## src/include/wiscPipe_cfg.svh

```systemverilog
`ifndef WISC_PIPE_CFG_SVH
`define WISC_PIPE_CFG_SVH

`define WISC_WORD_W     16
`define WISC_REG_COUNT  8
`define WISC_NOP_INSTR  16'b0000_1000_0000_0000

// opcode field values, bits 15..11
`define WISC_OP_NOP     5'b00001
`define WISC_OP_ADDI    5'b01000
`define WISC_OP_ANDNI   5'b01011
`define WISC_OP_LBI     5'b11000
`define WISC_OP_RTYPE   5'b11011

// R-type function field, bits 1..0
`define WISC_RFUNC_ADD  2'b00
`define WISC_RFUNC_SUB  2'b01
`define WISC_RFUNC_XOR  2'b10
`define WISC_RFUNC_ANDN 2'b11

`define WISC_ALU_ADD    2'b00
`define WISC_ALU_XOR    2'b01
`define WISC_ALU_AND    2'b10

`define WISC_REGDST_RD  2'b00
`define WISC_REGDST_RT  2'b01
`define WISC_REGDST_RS  2'b10

// one-hot immediate select
`define WISC_SESEL_S5   3'b001
`define WISC_SESEL_Z5   3'b010
`define WISC_SESEL_S8   3'b100

`endif
```

## src/wiscIsaPkg.sv

```systemverilog
`include "wiscPipe_cfg.svh"

package wiscIsaPkg;

  // one data or instruction word
  typedef logic [`WISC_WORD_W-1:0] word_t;

  typedef logic [$clog2(`WISC_REG_COUNT)-1:0] regIdx_t;

  typedef logic [4:0] opcode_t;  // instruction bits 15..11

  // add, xor or and, the inversions and carry-in make the rest
  typedef logic [1:0] aluFunc_t;

  typedef logic [1:0] rFunc_t;  // instruction bits 1..0 of an R-type op

endpackage

```

## src/wiscPipePkg.sv

```systemverilog
`include "wiscPipe_cfg.svh"

package wiscPipePkg;

  typedef struct packed {
    logic                regWrite;
    logic [1:0]          regDst;   // which instruction field names the destination
    logic [2:0]          seSel;
    logic                aluSrc2;  // second operand is the immediate
    logic                invA;
    logic                invB;
    logic                cin;
    wiscIsaPkg::aluFunc_t aluFunc;
  } decodeCtrl_t;

  typedef struct packed {
    decodeCtrl_t       ctrl;
    wiscIsaPkg::word_t a;
    wiscIsaPkg::word_t b;
    wiscIsaPkg::word_t s5;
    wiscIsaPkg::word_t z5;
    wiscIsaPkg::word_t s8;
    wiscIsaPkg::word_t instr;
    wiscIsaPkg::regIdx_t rs;
    wiscIsaPkg::regIdx_t rt;
    wiscIsaPkg::regIdx_t rd;
  } idExBundle_t;

  typedef struct packed {
    logic                valid;
    wiscIsaPkg::regIdx_t dest;
    wiscIsaPkg::word_t   value;
  } writeBack_t;

  // destination register of the instruction held in ID/EX
  function automatic wiscIsaPkg::regIdx_t destOf(idExBundle_t q);
    case (q.ctrl.regDst)
      `WISC_REGDST_RT: return q.rt;
      `WISC_REGDST_RS: return q.rs;
      default:         return q.rd;
    endcase
  endfunction

endpackage

```

## src/wiscIdExTop.sv

```systemverilog
module wiscIdExTop (
  input  logic                clk,
  input  logic                rstN,
  input  logic                wbCyc,
  input  logic                wbStb,
  input  logic                wbWe,
  input  wiscIsaPkg::word_t   wbDatIn,
  output logic                wbAck,
  output logic                resCyc,
  output logic                resStb,
  output logic                resWe,
  output wiscIsaPkg::regIdx_t resAdr,
  output wiscIsaPkg::word_t   resDat,
  input  logic                resAck
);

  logic                     slotValid;
  logic                     slotTake;
  wiscIsaPkg::word_t        slotInstr;
  logic                     hazardStall;
  logic                     pipeFreeze;
  wiscPipePkg::idExBundle_t idExD;
  wiscPipePkg::idExBundle_t idExQ;
  wiscPipePkg::writeBack_t  writeBack;

  instrIntake uIntake (
    .clk, .rstN,
    .wbCyc, .wbStb, .wbWe, .wbDatIn, .wbAck,
    .slotTake, .slotValid, .slotInstr
  );

  decodeStage uDecode (
    .clk, .rstN,
    .slotValid, .slotInstr, .slotTake,
    .idExQ, .writeBack, .pipeFreeze,
    .hazardStall, .idExD
  );

  idExLatch uIdEx (
    .clk, .rstN,
    .en    (!pipeFreeze),
    .stall (hazardStall),
    .idExD, .idExQ
  );

  executeStage uExecute (
    .idExQ, .writeBack
  );

  resultPort uResult (
    .clk, .rstN,
    .writeBack, .pipeFreeze,
    .resCyc, .resStb, .resWe, .resAdr, .resDat, .resAck
  );

endmodule

```

## src/resultPort.sv

```systemverilog
module resultPort (
  input  logic                    clk,
  input  logic                    rstN,
  input  wiscPipePkg::writeBack_t writeBack,
  output logic                    pipeFreeze,
  output logic                    resCyc,
  output logic                    resStb,
  output logic                    resWe,
  output wiscIsaPkg::regIdx_t     resAdr,
  output wiscIsaPkg::word_t       resDat,
  input  logic                    resAck
);

  typedef enum logic {
    IDLE,
    BUSY
  } portState_t;

  portState_t state;

  always_ff @(posedge clk) begin
    if (!rstN) begin
      state <= IDLE;
    end else begin
      case (state)
        IDLE:    if (writeBack.valid) state <= BUSY;
        BUSY:    if (resAck) state <= IDLE;
        default: state <= IDLE;
      endcase
    end
  end

  // capture happens only in IDLE since BUSY with a waiting result freezes everything
  always_ff @(posedge clk) begin
    if (state == IDLE && writeBack.valid) begin
      resAdr <= writeBack.dest;
      resDat <= writeBack.value;
    end
  end

  assign resCyc = (state == BUSY);
  assign resStb = (state == BUSY);
  assign resWe  = (state == BUSY);  // every cycle on this bus is a write

  assign pipeFreeze = (state == BUSY) && writeBack.valid;

  stbHeldUntilAck: assert property (@(posedge clk) disable iff (!rstN)
    $fell(resStb) |-> $past(resAck));

endmodule

```

## src/executeStage.sv

```systemverilog
module executeStage (
  input  wiscPipePkg::idExBundle_t idExQ,
  output wiscPipePkg::writeBack_t  writeBack
);

  wiscIsaPkg::word_t imm;
  wiscIsaPkg::word_t opA;
  wiscIsaPkg::word_t opB;
  wiscIsaPkg::word_t aluA;
  wiscIsaPkg::word_t aluB;
  wiscIsaPkg::word_t result;

  always_comb begin
    case (idExQ.ctrl.seSel)
      `WISC_SESEL_Z5: imm = idExQ.z5;
      `WISC_SESEL_S8: imm = idExQ.s8;
      default:        imm = idExQ.s5;
    endcase
  end

  assign opA = idExQ.a;
  assign opB = idExQ.ctrl.aluSrc2 ? imm : idExQ.b;

  assign aluA = idExQ.ctrl.invA ? ~opA : opA;
  assign aluB = idExQ.ctrl.invB ? ~opB : opB;

  always_comb begin
    case (idExQ.ctrl.aluFunc)
      `WISC_ALU_XOR: result = aluA ^ aluB;
      `WISC_ALU_AND: result = aluA & aluB;
      default:       result = aluA + aluB + {15'b0, idExQ.ctrl.cin};
    endcase
  end

  // bubbles and NOPs come out with valid low
  assign writeBack.valid = idExQ.ctrl.regWrite;
  assign writeBack.dest  = wiscPipePkg::destOf(idExQ);
  assign writeBack.value = result;

endmodule

```

## src/idExLatch.sv

```systemverilog
module idExLatch (
  input  logic                     clk,
  input  logic                     rstN,
  input  logic                     en,
  input  logic                     stall,
  input  wiscPipePkg::idExBundle_t idExD,
  output wiscPipePkg::idExBundle_t idExQ
);

  wiscPipePkg::idExBundle_t nextQ;

  // a stalled instruction enters execute as a NOP that writes nothing
  always_comb begin
    nextQ = idExD;
    if (stall) begin
      nextQ.instr         = `WISC_NOP_INSTR;
      nextQ.ctrl.regWrite = 1'b0;
    end
  end

  always_ff @(posedge clk) begin
    if (!rstN) begin
      idExQ       <= '0;
      idExQ.instr <= `WISC_NOP_INSTR;
    end else if (en) begin
      idExQ <= nextQ;
    end
  end

  // neither a bubble nor a decoded NOP may leave ID/EX as a writer
  bubbleWritesNothing: assert property (@(posedge clk) disable iff (!rstN)
    (idExQ.instr == `WISC_NOP_INSTR) |-> !idExQ.ctrl.regWrite);

endmodule

```

## src/decodeStage.sv

```systemverilog
module decodeStage (
  input  logic                     clk,
  input  logic                     rstN,
  input  logic                     slotValid,
  input  wiscIsaPkg::word_t        slotInstr,
  output logic                     slotTake,
  input  wiscPipePkg::idExBundle_t idExQ,
  input  wiscPipePkg::writeBack_t  writeBack,
  input  logic                     pipeFreeze,
  output logic                     hazardStall,
  output wiscPipePkg::idExBundle_t idExD
);

  wiscIsaPkg::word_t   regs [`WISC_REG_COUNT];
  wiscIsaPkg::word_t   instr;
  wiscIsaPkg::opcode_t opcode;
  wiscIsaPkg::rFunc_t  func;
  wiscIsaPkg::regIdx_t rs;
  wiscIsaPkg::regIdx_t rt;
  wiscIsaPkg::regIdx_t idExDest;
  wiscPipePkg::decodeCtrl_t ctrl;
  logic regWe;
  logic readsRs;
  logic readsRt;

  // an empty slot decodes as NOP
  assign instr  = slotValid ? slotInstr : `WISC_NOP_INSTR;
  assign opcode = instr[15:11];
  assign func   = instr[1:0];
  assign rs     = instr[10:8];
  assign rt     = instr[7:5];

  assign regWe = rstN && writeBack.valid && !pipeFreeze;

  always_ff @(posedge clk) begin
    if (regWe) regs[writeBack.dest] <= writeBack.value;
  end

  // write-before-read bypass so the value written on this edge is the one read
  function automatic wiscIsaPkg::word_t readReg(wiscIsaPkg::regIdx_t idx);
    if (writeBack.valid && writeBack.dest == idx) return writeBack.value;
    return regs[idx];
  endfunction

  always_comb begin
    ctrl = '0;
    case (opcode)
      `WISC_OP_RTYPE: begin
        ctrl.regWrite = 1'b1;
        ctrl.regDst   = `WISC_REGDST_RD;
        case (func)
          `WISC_RFUNC_SUB: begin  // rt - rs as ~rs + rt + 1
            ctrl.invA = 1'b1;
            ctrl.cin  = 1'b1;
          end
          `WISC_RFUNC_XOR:  ctrl.aluFunc = `WISC_ALU_XOR;
          `WISC_RFUNC_ANDN: begin
            ctrl.invB    = 1'b1;
            ctrl.aluFunc = `WISC_ALU_AND;
          end
          default: ctrl.aluFunc = `WISC_ALU_ADD;
        endcase
      end
      `WISC_OP_ADDI: begin
        ctrl.regWrite = 1'b1;
        ctrl.regDst   = `WISC_REGDST_RT;
        ctrl.seSel    = `WISC_SESEL_S5;
        ctrl.aluSrc2  = 1'b1;
      end
      `WISC_OP_ANDNI: begin
        ctrl.regWrite = 1'b1;
        ctrl.regDst   = `WISC_REGDST_RT;
        ctrl.seSel    = `WISC_SESEL_Z5;
        ctrl.aluSrc2  = 1'b1;
        ctrl.invB     = 1'b1;
        ctrl.aluFunc  = `WISC_ALU_AND;
      end
      `WISC_OP_LBI: begin  // zero plus the byte immediate
        ctrl.regWrite = 1'b1;
        ctrl.regDst   = `WISC_REGDST_RS;
        ctrl.seSel    = `WISC_SESEL_S8;
        ctrl.aluSrc2  = 1'b1;
      end
      default: ctrl = '0;  // NOP and unknown opcodes
    endcase
  end

  assign readsRt = (opcode == `WISC_OP_RTYPE);
  assign readsRs = readsRt || (opcode == `WISC_OP_ADDI) || (opcode == `WISC_OP_ANDNI);

  // RAW hazard against the instruction in ID/EX resolves only by stalling
  assign idExDest    = wiscPipePkg::destOf(idExQ);
  assign hazardStall = slotValid && idExQ.ctrl.regWrite &&
                       ((readsRs && idExDest == rs) || (readsRt && idExDest == rt));
  assign slotTake    = slotValid && !hazardStall && !pipeFreeze;

  always_comb begin
    idExD.ctrl  = ctrl;
    idExD.a     = (opcode == `WISC_OP_LBI) ? '0 : readReg(rs);
    idExD.b     = readReg(rt);
    idExD.s5    = {{11{instr[4]}}, instr[4:0]};
    idExD.z5    = {11'b0, instr[4:0]};
    idExD.s8    = {{8{instr[7]}}, instr[7:0]};
    idExD.instr = instr;
    idExD.rs    = rs;
    idExD.rt    = rt;
    idExD.rd    = instr[4:2];
  end

  // a write-back held off by the freeze stays presented until the register file takes it
  frozenWriteBackHeld: assert property (@(posedge clk) disable iff (!rstN)
    (pipeFreeze && writeBack.valid) |=> (writeBack.valid && $stable(writeBack)));

endmodule

```

## src/instrIntake.sv

```systemverilog
module instrIntake (
  input  logic              clk,
  input  logic              rstN,
  input  logic              wbCyc,
  input  logic              wbStb,
  input  logic              wbWe,
  input  wiscIsaPkg::word_t wbDatIn,
  output logic              wbAck,
  input  logic              slotTake,
  output logic              slotValid,
  output wiscIsaPkg::word_t slotInstr
);

  logic ackQ;     // ack was given last cycle
  logic canLoad;
  logic accept;

  // the slot frees up in the same cycle its instruction moves into ID/EX
  assign canLoad = !slotValid || slotTake;

  // reads are acked too but never touch the slot
  assign wbAck  = wbCyc && wbStb && !ackQ && (!wbWe || canLoad);
  assign accept = wbAck && wbWe;

  always_ff @(posedge clk) begin
    if (!rstN) begin
      ackQ      <= 1'b0;
      slotValid <= 1'b0;
    end else begin
      ackQ <= wbAck;
      if (accept) begin
        slotValid <= 1'b1;
      end else if (slotTake) begin
        slotValid <= 1'b0;
      end
    end
  end

  always_ff @(posedge clk) begin
    if (accept) slotInstr <= wbDatIn;
  end

  ackSinglePulse: assert property (@(posedge clk) disable iff (!rstN) wbAck |=> !wbAck);

endmodule

```

## config.mk

```make
export PLATFORM = sky130hd
export DESIGN_NAME = wiscIdExTop
export DESIGN_NICKNAME = d
export VERILOG_FILES = /design/src/wiscIsaPkg.sv /design/src/wiscPipePkg.sv /design/src/wiscIdExTop.sv /design/src/resultPort.sv /design/src/executeStage.sv /design/src/idExLatch.sv /design/src/decodeStage.sv /design/src/instrIntake.sv
export VERILOG_INCLUDE_DIRS = /design/src /design/src/include
export SDC_FILE = /design/constraint.sdc
export NUM_CORES = 1
export LEC_CHECK = 0
export BUFFER_PORTS_ARGS = -buffer_cell sky130_fd_sc_hd__buf_2
export CORE_AREA = 2 2 183 140
export CTS_BUF_LIST = sky130_fd_sc_hd__clkbuf_8
export DETAILED_ROUTE_END_ITERATION = 10
export DIE_AREA = 0 0 185 142
export PLACE_DENSITY = 0.9
export SLEW_MARGIN = 0
export SYNTH_ARGS = -nofsm -noshare
export SYNTH_HDL_FRONTEND = slang
export SYNTH_HIERARCHICAL = 1
export SYNTH_SLANG_ARGS = --single-unit
```

## constraint.sdc

```tcl
create_clock -name clk -period 4.57 [get_ports clk]
set_input_delay 0.2285 -clock clk [delete_from_list [all_inputs] [get_ports clk]]
set_output_delay 0.2285 -clock clk [all_outputs]
set_load 0.03 [all_outputs]
```

==> results.py, run 1 <==
metrics = {
    "worst_setup_path": {
        "required_ns": 5.05,
        "cp.arrival_ns": 4.52,
        "path_class": "reg -> reg",
        "end_kind": "flop",
        "worstRegToRegCells": 16,
        "cp-start-kind": "flop",
        "cp_max_fo": 6,
    },
    "cts": {
        "clkSlewWorstSetupHoldPaths_ns": 0.07,
        "clockBufferDepth": 3,
        "cts_setup_buffers": 0,
        "cts-buffers-inserted": 40,
        "post_cts_resized": 0,
        "clock_sinks": 267,
        "clkLatencyLatePin_ns": 0.55,
        "cts_tree": "built",
        "root_buffer": "clkbuf_8",
        "htreeDepth": 2,
    },
    "cells_and_area": {
        "fin_area_sq_mm": 0.0160,
        "diodes": 0,
        "drive_above_1_share_pct": 17.3,
        "fin_cells": 1711,
        "fillers": 1770,
        "layout_common_cells": "edfxtp_1 (163), nor2b_1 (122), mux2i_1 (119)",
        "layout_commonest_cell": "edfxtp_1",
        "nets": 1388,
        "syn_to_final_growth_pct": 7.27,
    },
    "grt": {
        "use_met3_pct": 5.83,
        "grt_pass1_wl_mm": 58.2,
        "met2_usage_pct": 43.4,
        "gr-total-overflow": 0,
        "grt-busiest-layer": "met2",
        "grt_pass1_vias": 10900,
        "grt_max_degree": 108,
        "antenna_found_initial": 0,
        "grtUsageTotal_pct": 28.3,
        "grt_use_met1_pct": 39.3,
    },
    "power": {
        "peakVddDrop_mv": 0.318,
        "total_power_w": 0.00507,
        "p_leak_nw": 6.39,
        "power_density_mw_per_mm2": 316,
    },
    "floorplanning": {
        "die_area_sq_mm": 0.0263,
        "fp.coreArea_sq_mm": 0.0245,
        "die-width_um": 185,
        "pin_count": 45,
        "num_rows": 50,
        "die_h_um": 142,
        "initial_core_util_pct": 60.9,
    },
    "timing": {
        "period_needed_ns": 4.04,
        "rsz0062_at_grt": "no",
        "final-setup-viol-count": 0,
        "slew_headroom_pct": 21.3,
        "hold_violations": 0,
        "fin_skew_ns": 0.0177,
        "tightest_slew_ns": 1.18,
        "finalMaxSlewViolations": 0,
        "finalCritPeriodShare_pct": 88.4,
        "finalWorstSetupSlack_ns": 0.532,
        "timing.fmax_ghz": 0.248,
        "tns_ns": 0,
    },
    "drt": {
        "drt-pass1-iter-count": 6,
        "drc_errors": 0,
        "detail-route-antenna-nets": 0,
        "vias": 11100,
        "drt_iter0_markers": 1467,
        "wl_per_cell_um": 21.6,
        "vias_per_cell": 6.47,
        "wirelength_mm": 37.0,
    },
    "placement": {
        "gp_congestion": 0.926,
        "place_area_sq_mm": 0.0150,
        "post-place-ws_ns": 0.659,
        "place_hpwl_mm": 23.0,
        "portBuffers": 44,
        "place_inst": 1617,
    },
    "worst_hold_path": {
        "holdCritPathClass": "in -> reg",
        "min_path_cells": 4,
    },
    "synthesis": {
        "synth_area_sq_mm": 0.0149,
        "ys_warn_count": 6,
        "syn_area_per_cell_sq_um": 11.2,
        "netlist_instances": 1328,
    },
    "run": {
        "drv_cap": 0,
    },
    "status": {
        "status": "completed",
    },
}
## per-layer routing
metal,share of wire [%],vias up
met3,10,138
met2,44,738
met5,0,-
met1,41,5280
li1,-,4910
met4,3.7,0
## stage by stage
stage / utilization [%] / hold slack, ns
finish: 65.3 / 0.316
global route: 65.3 / 0.333
CTS: 65.3 / 0.299
detailed placement: 61.2 / 0.407
global placement: 61.2 / 0.405
floorplan: - / 0.314
## worst max-delay path: stages, from the launching register on
cell and delay [ns]:
dfxtp_1 0.36, or2_1 0.24, o221ai_1 0.15, o21ai_0 0.10, a31oi_1 0.31, xor2_1 0.16, fa_1 0.48, fa_1 0.50
nor2b_1 0.17, o2111a_1 0.30, o21a_1 0.22, nor3_1 0.07, nor3_1 0.32, nor2_1 0.09, a211oi_1 0.27, mux2i_1 0.11
nor2b_1 0.13
## area by class of cell
class / count / area (sq um) / share of cell area [%]
Clock buffer: 45 / 619 / 3.87
Inverter: 26 / 100 / 0.625
Timing Repair Buffer: 117 / 833 / 5.20
Sequential cell: 267 / 6980 / 43.6
Multi-Input combinational cell: 890 / 6890 / 43.0
Clock inverter: 28 / 175 / 1.09
Tap cell: 338 / 423 / 2.64
## flip-flops by register name (all words and copies together) (netlist names)
name / flops
uDecode/regs: 128
uIdEx/idExQ: 101
uIntake/ackQ: 1
uIntake/slotInstr: 16
uIntake/slotValid: 1
uResult/resAdr: 3
uResult/resCyc: 1
uResult/resDat: 16
## worst paths after layout
check                    from                   end  slack [ns]
max          uIdEx/idExQ[112]      uIdEx/idExQ[101]        0.53
min                     wbStb  uIntake/slotInstr[0]        0.32
max reg2reg  uIdEx/idExQ[112]      uIdEx/idExQ[101]        0.53
min reg2reg   uIdEx/idExQ[35]       uIdEx/idExQ[35]        0.52
## report_power, final
| part | switching (W) | internal (W) | total [W] |
|---|---|---|---|
| logic | 0.000262 | 0.000187 | 0.000449 |
| clock network | 0.000940 | 0.00102 | 0.00196 |
| registers | 0.0000334 | 0.00262 | 0.00266 |
## repair_timing
item                                    CTS  global route
endpoints found under the setup margin    0             0
endpoints found under the hold margin    19             0
hold buffers                             21             0
No activity file was read; power rests on OpenSTA's default activity.
==> inputs of run 2 (changes only) <==
BUFFER_PORTS_ARGS = -buffer_cell sky130_fd_sc_hd__buf_4   (was -buffer_cell sky130_fd_sc_hd__buf_2)
==> run 2 against run 1 <==
Critical path depth up 1. Sequential power is essentially flat. Final area is 0.32% higher. Worst hold slack got worse by 0.011 ns. First-iteration DRC count up 4.7%. Clock-buffer cell count down 2. Cell count is 0.18% lower. Clock power fell by 6%. Register-to-register slack got worse by 0.13 ns. Flip-flop and latch count did not move. Global-route usage is 0.24 points lower. Combinational power up 2%. Critical endpoint is now uIdEx/idExQ[97]. Largest cell class unchanged.
==> results.py, run 2 (synthesized netlist as in run 1, its figures left out) <==
metrics = {
    "cells_and_area": {
        "diodes": 0,
        "drive_above_1_share_pct": 16.9,
        "largest_reg_flops": 128,
        "reg.largest.list": "uDecode/regs: 128 flops, uIdEx/idExQ: 101 flops",
        "regMostFlops": "uDecode/regs",
        "fin_cells": 1708,
        "syn_to_final_growth_pct": 7.62,
        "layout_commonest_cell": "edfxtp_1",
        "nets": 1388,
        "layout_common_cells": "edfxtp_1 (163), nor2b_1 (122), mux2i_1 (119)",
    },
    "placement": {
        "portBuffers": 44,
        "gp_congestion": 0.947,
        "place_inst": 1617,
        "place_hpwl_mm": 22.8,
    },
    "run": {
        "drv_cap": 0,
    },
    "worst_hold_path": {
        "min_path_cells": 3,
        "hold_end": "uIntake/slotValid",
        "hold_start": "rstN",
        "holdCritPathClass": "in -> reg",
    },
    "cts": {
        "root_buffer": "clkbuf_8",
        "htreeDepth": 2,
        "clock_sinks": 267,
        "clkSlewWorstSetupHoldPaths_ns": 0.07,
        "cts-buffers-inserted": 40,
        "cts_setup_buffers": 0,
        "clkLatencyLatePin_ns": 0.56,
        "post_cts_resized": 0,
        "postCtsHoldBufs": 21,
        "clockBufferDepth": 3,
        "cts_tree": "built",
    },
    "drt": {
        "wirelength_mm": 37.2,
        "vias_per_cell": 6.52,
        "drc_errors": 0,
        "vias": 11100,
        "detail-route-antenna-nets": 0,
        "wl_per_cell_um": 21.8,
        "drt_iter0_markers": 1536,
        "drt-pass1-iter-count": 6,
    },
    "worst_setup_path": {
        "end_kind": "flop",
        "required_ns": 5.07,
        "path_class": "reg -> reg",
        "rr_startpoint": "uIdEx/idExQ[111]",
        "reg2reg_to": "uIdEx/idExQ[97]",
        "cp-start-kind": "flop",
        "cp_max_fo": 11,
        "cp.arrival_ns": 4.67,
        "reg2reg_setup_slack_ns": 0.40,
        "worstRegToRegCells": 17,
    },
    "grt": {
        "grt_max_degree": 109,
        "antenna_found_initial": 0,
        "grt_pass1_wl_mm": 57.7,
        "grtUsageTotal_pct": 28.1,
        "gr-total-overflow": 0,
        "grt_pass1_vias": 10700,
    },
    "timing": {
        "fin_skew_ns": 0.0222,
        "fin_hold_ws_ns": 0.305,
        "slew_headroom_pct": 20.3,
        "tightest_slew_ns": 1.19,
        "hold_violations": 0,
        "rsz0062_at_grt": "no",
        "timing.fmax_ghz": 0.240,
        "period_needed_ns": 4.17,
        "finalMaxSlewViolations": 0,
        "final-setup-viol-count": 0,
        "tns_ns": 0,
        "finalCritPeriodShare_pct": 91.3,
    },
    "floorplanning": {
        "num_rows": 50,
        "fp.coreArea_sq_mm": 0.0245,
        "die-width_um": 185,
        "pin_count": 45,
        "initial_core_util_pct": 60.9,
        "die_area_sq_mm": 0.0263,
        "die_h_um": 142,
    },
    "power": {
        "peakVddDrop_mv": 0.238,
        "power_density_mw_per_mm2": 308,
        "total_power_w": 0.00496,
        "p_leak_nw": 6.39,
    },
    "status": {
        "status": "completed",
    },
}
-- run 2: cell count changes in the layout (fill, tap and decap cells not counted), sizes merged --
| cell | previous run | this run |
|---|---|---|
| bufinv | 2 | 1 |
| clkbuf | 45 | 43 |
| clkinv | 8 | 7 |
| inv | 43 | 44 |
-- run 2: power by group --
| part | leakage [nW] | internal (W) | switching, W |
|---|---|---|---|
| combinational | 3.63 | 0.000192 | 0.000265 |
| clock | 0.437 | 0.000924 | 0.000917 |
| sequential | 2.33 | 0.00262 | 0.0000337 |
-- run 2: layout make-up --
type                       instances  area (sq um)
timing repair buffer             117           943
fill                            1771          8450
sequential                       267          6980
inverter                          26           100
clock buffer                      43           592
multi-input combinational        890          6900
tap                              338           423
clock inverter                    27           140
-- run 2: worst max path at each step --
| stage | endpoint | from | cells after the start |
|---|---|---|---|
| global route | uIdEx/idExQ[99] | uIdEx/idExQ[111] | 17 |
| global placement | uIdEx/idExQ[103] | uIdEx/idExQ[111] | 17 |
| detailed placement | uIdEx/idExQ[97] | uIdEx/idExQ[111] | 17 |
| floorplan | uIdEx/idExQ[101] | uIdEx/idExQ[112] | 18 |
| CTS | uIdEx/idExQ[97] | uIdEx/idExQ[111] | 17 |
| finish | uIdEx/idExQ[97] | uIdEx/idExQ[111] | 17 |
-- run 2: metal layers --
layer	vias up	track usage (%)	wire length, um
li1	4916	-	-
met1	5327	39.3	15200
met2	752	43.0	16700
met3	140	5.40	3960
met4	0	11.7	1370
met5	-	0	0
-- run 2: worst max-delay path, stage by stage, from the launching register on --
cell	delay, ns
dfxtp_1	0.39
or2_1	0.27
o221ai_1	0.15
o21ai_0	0.10
a31oi_1	0.32
xor2_1	0.15
fa_1	0.46
fa_1	0.47
nor2b_1	0.17
o2111a_1	0.30
o21bai_1	0.13
and4b_1	0.21
nor3_1	0.16
buf_4	0.20
nor2_1	0.07
a211oi_1	0.28
mux2i_1	0.14
nor2b_1	0.13
-- run 2: through the flow --
| step | area [sq um] | setup slack (ns) | utilization (%) |
|---|---|---|---|
| after floorplan | 15000 | 0.570 | - |
| after global placement | 15100 | 0.684 | 61.7 |
| after detailed placement | 15100 | 0.500 | 61.7 |
| after CTS | 16100 | 0.478 | 65.5 |
| after global routing | 16100 | 0.0354 | 65.5 |
| final | 16100 | 0.399 | 65.5 |
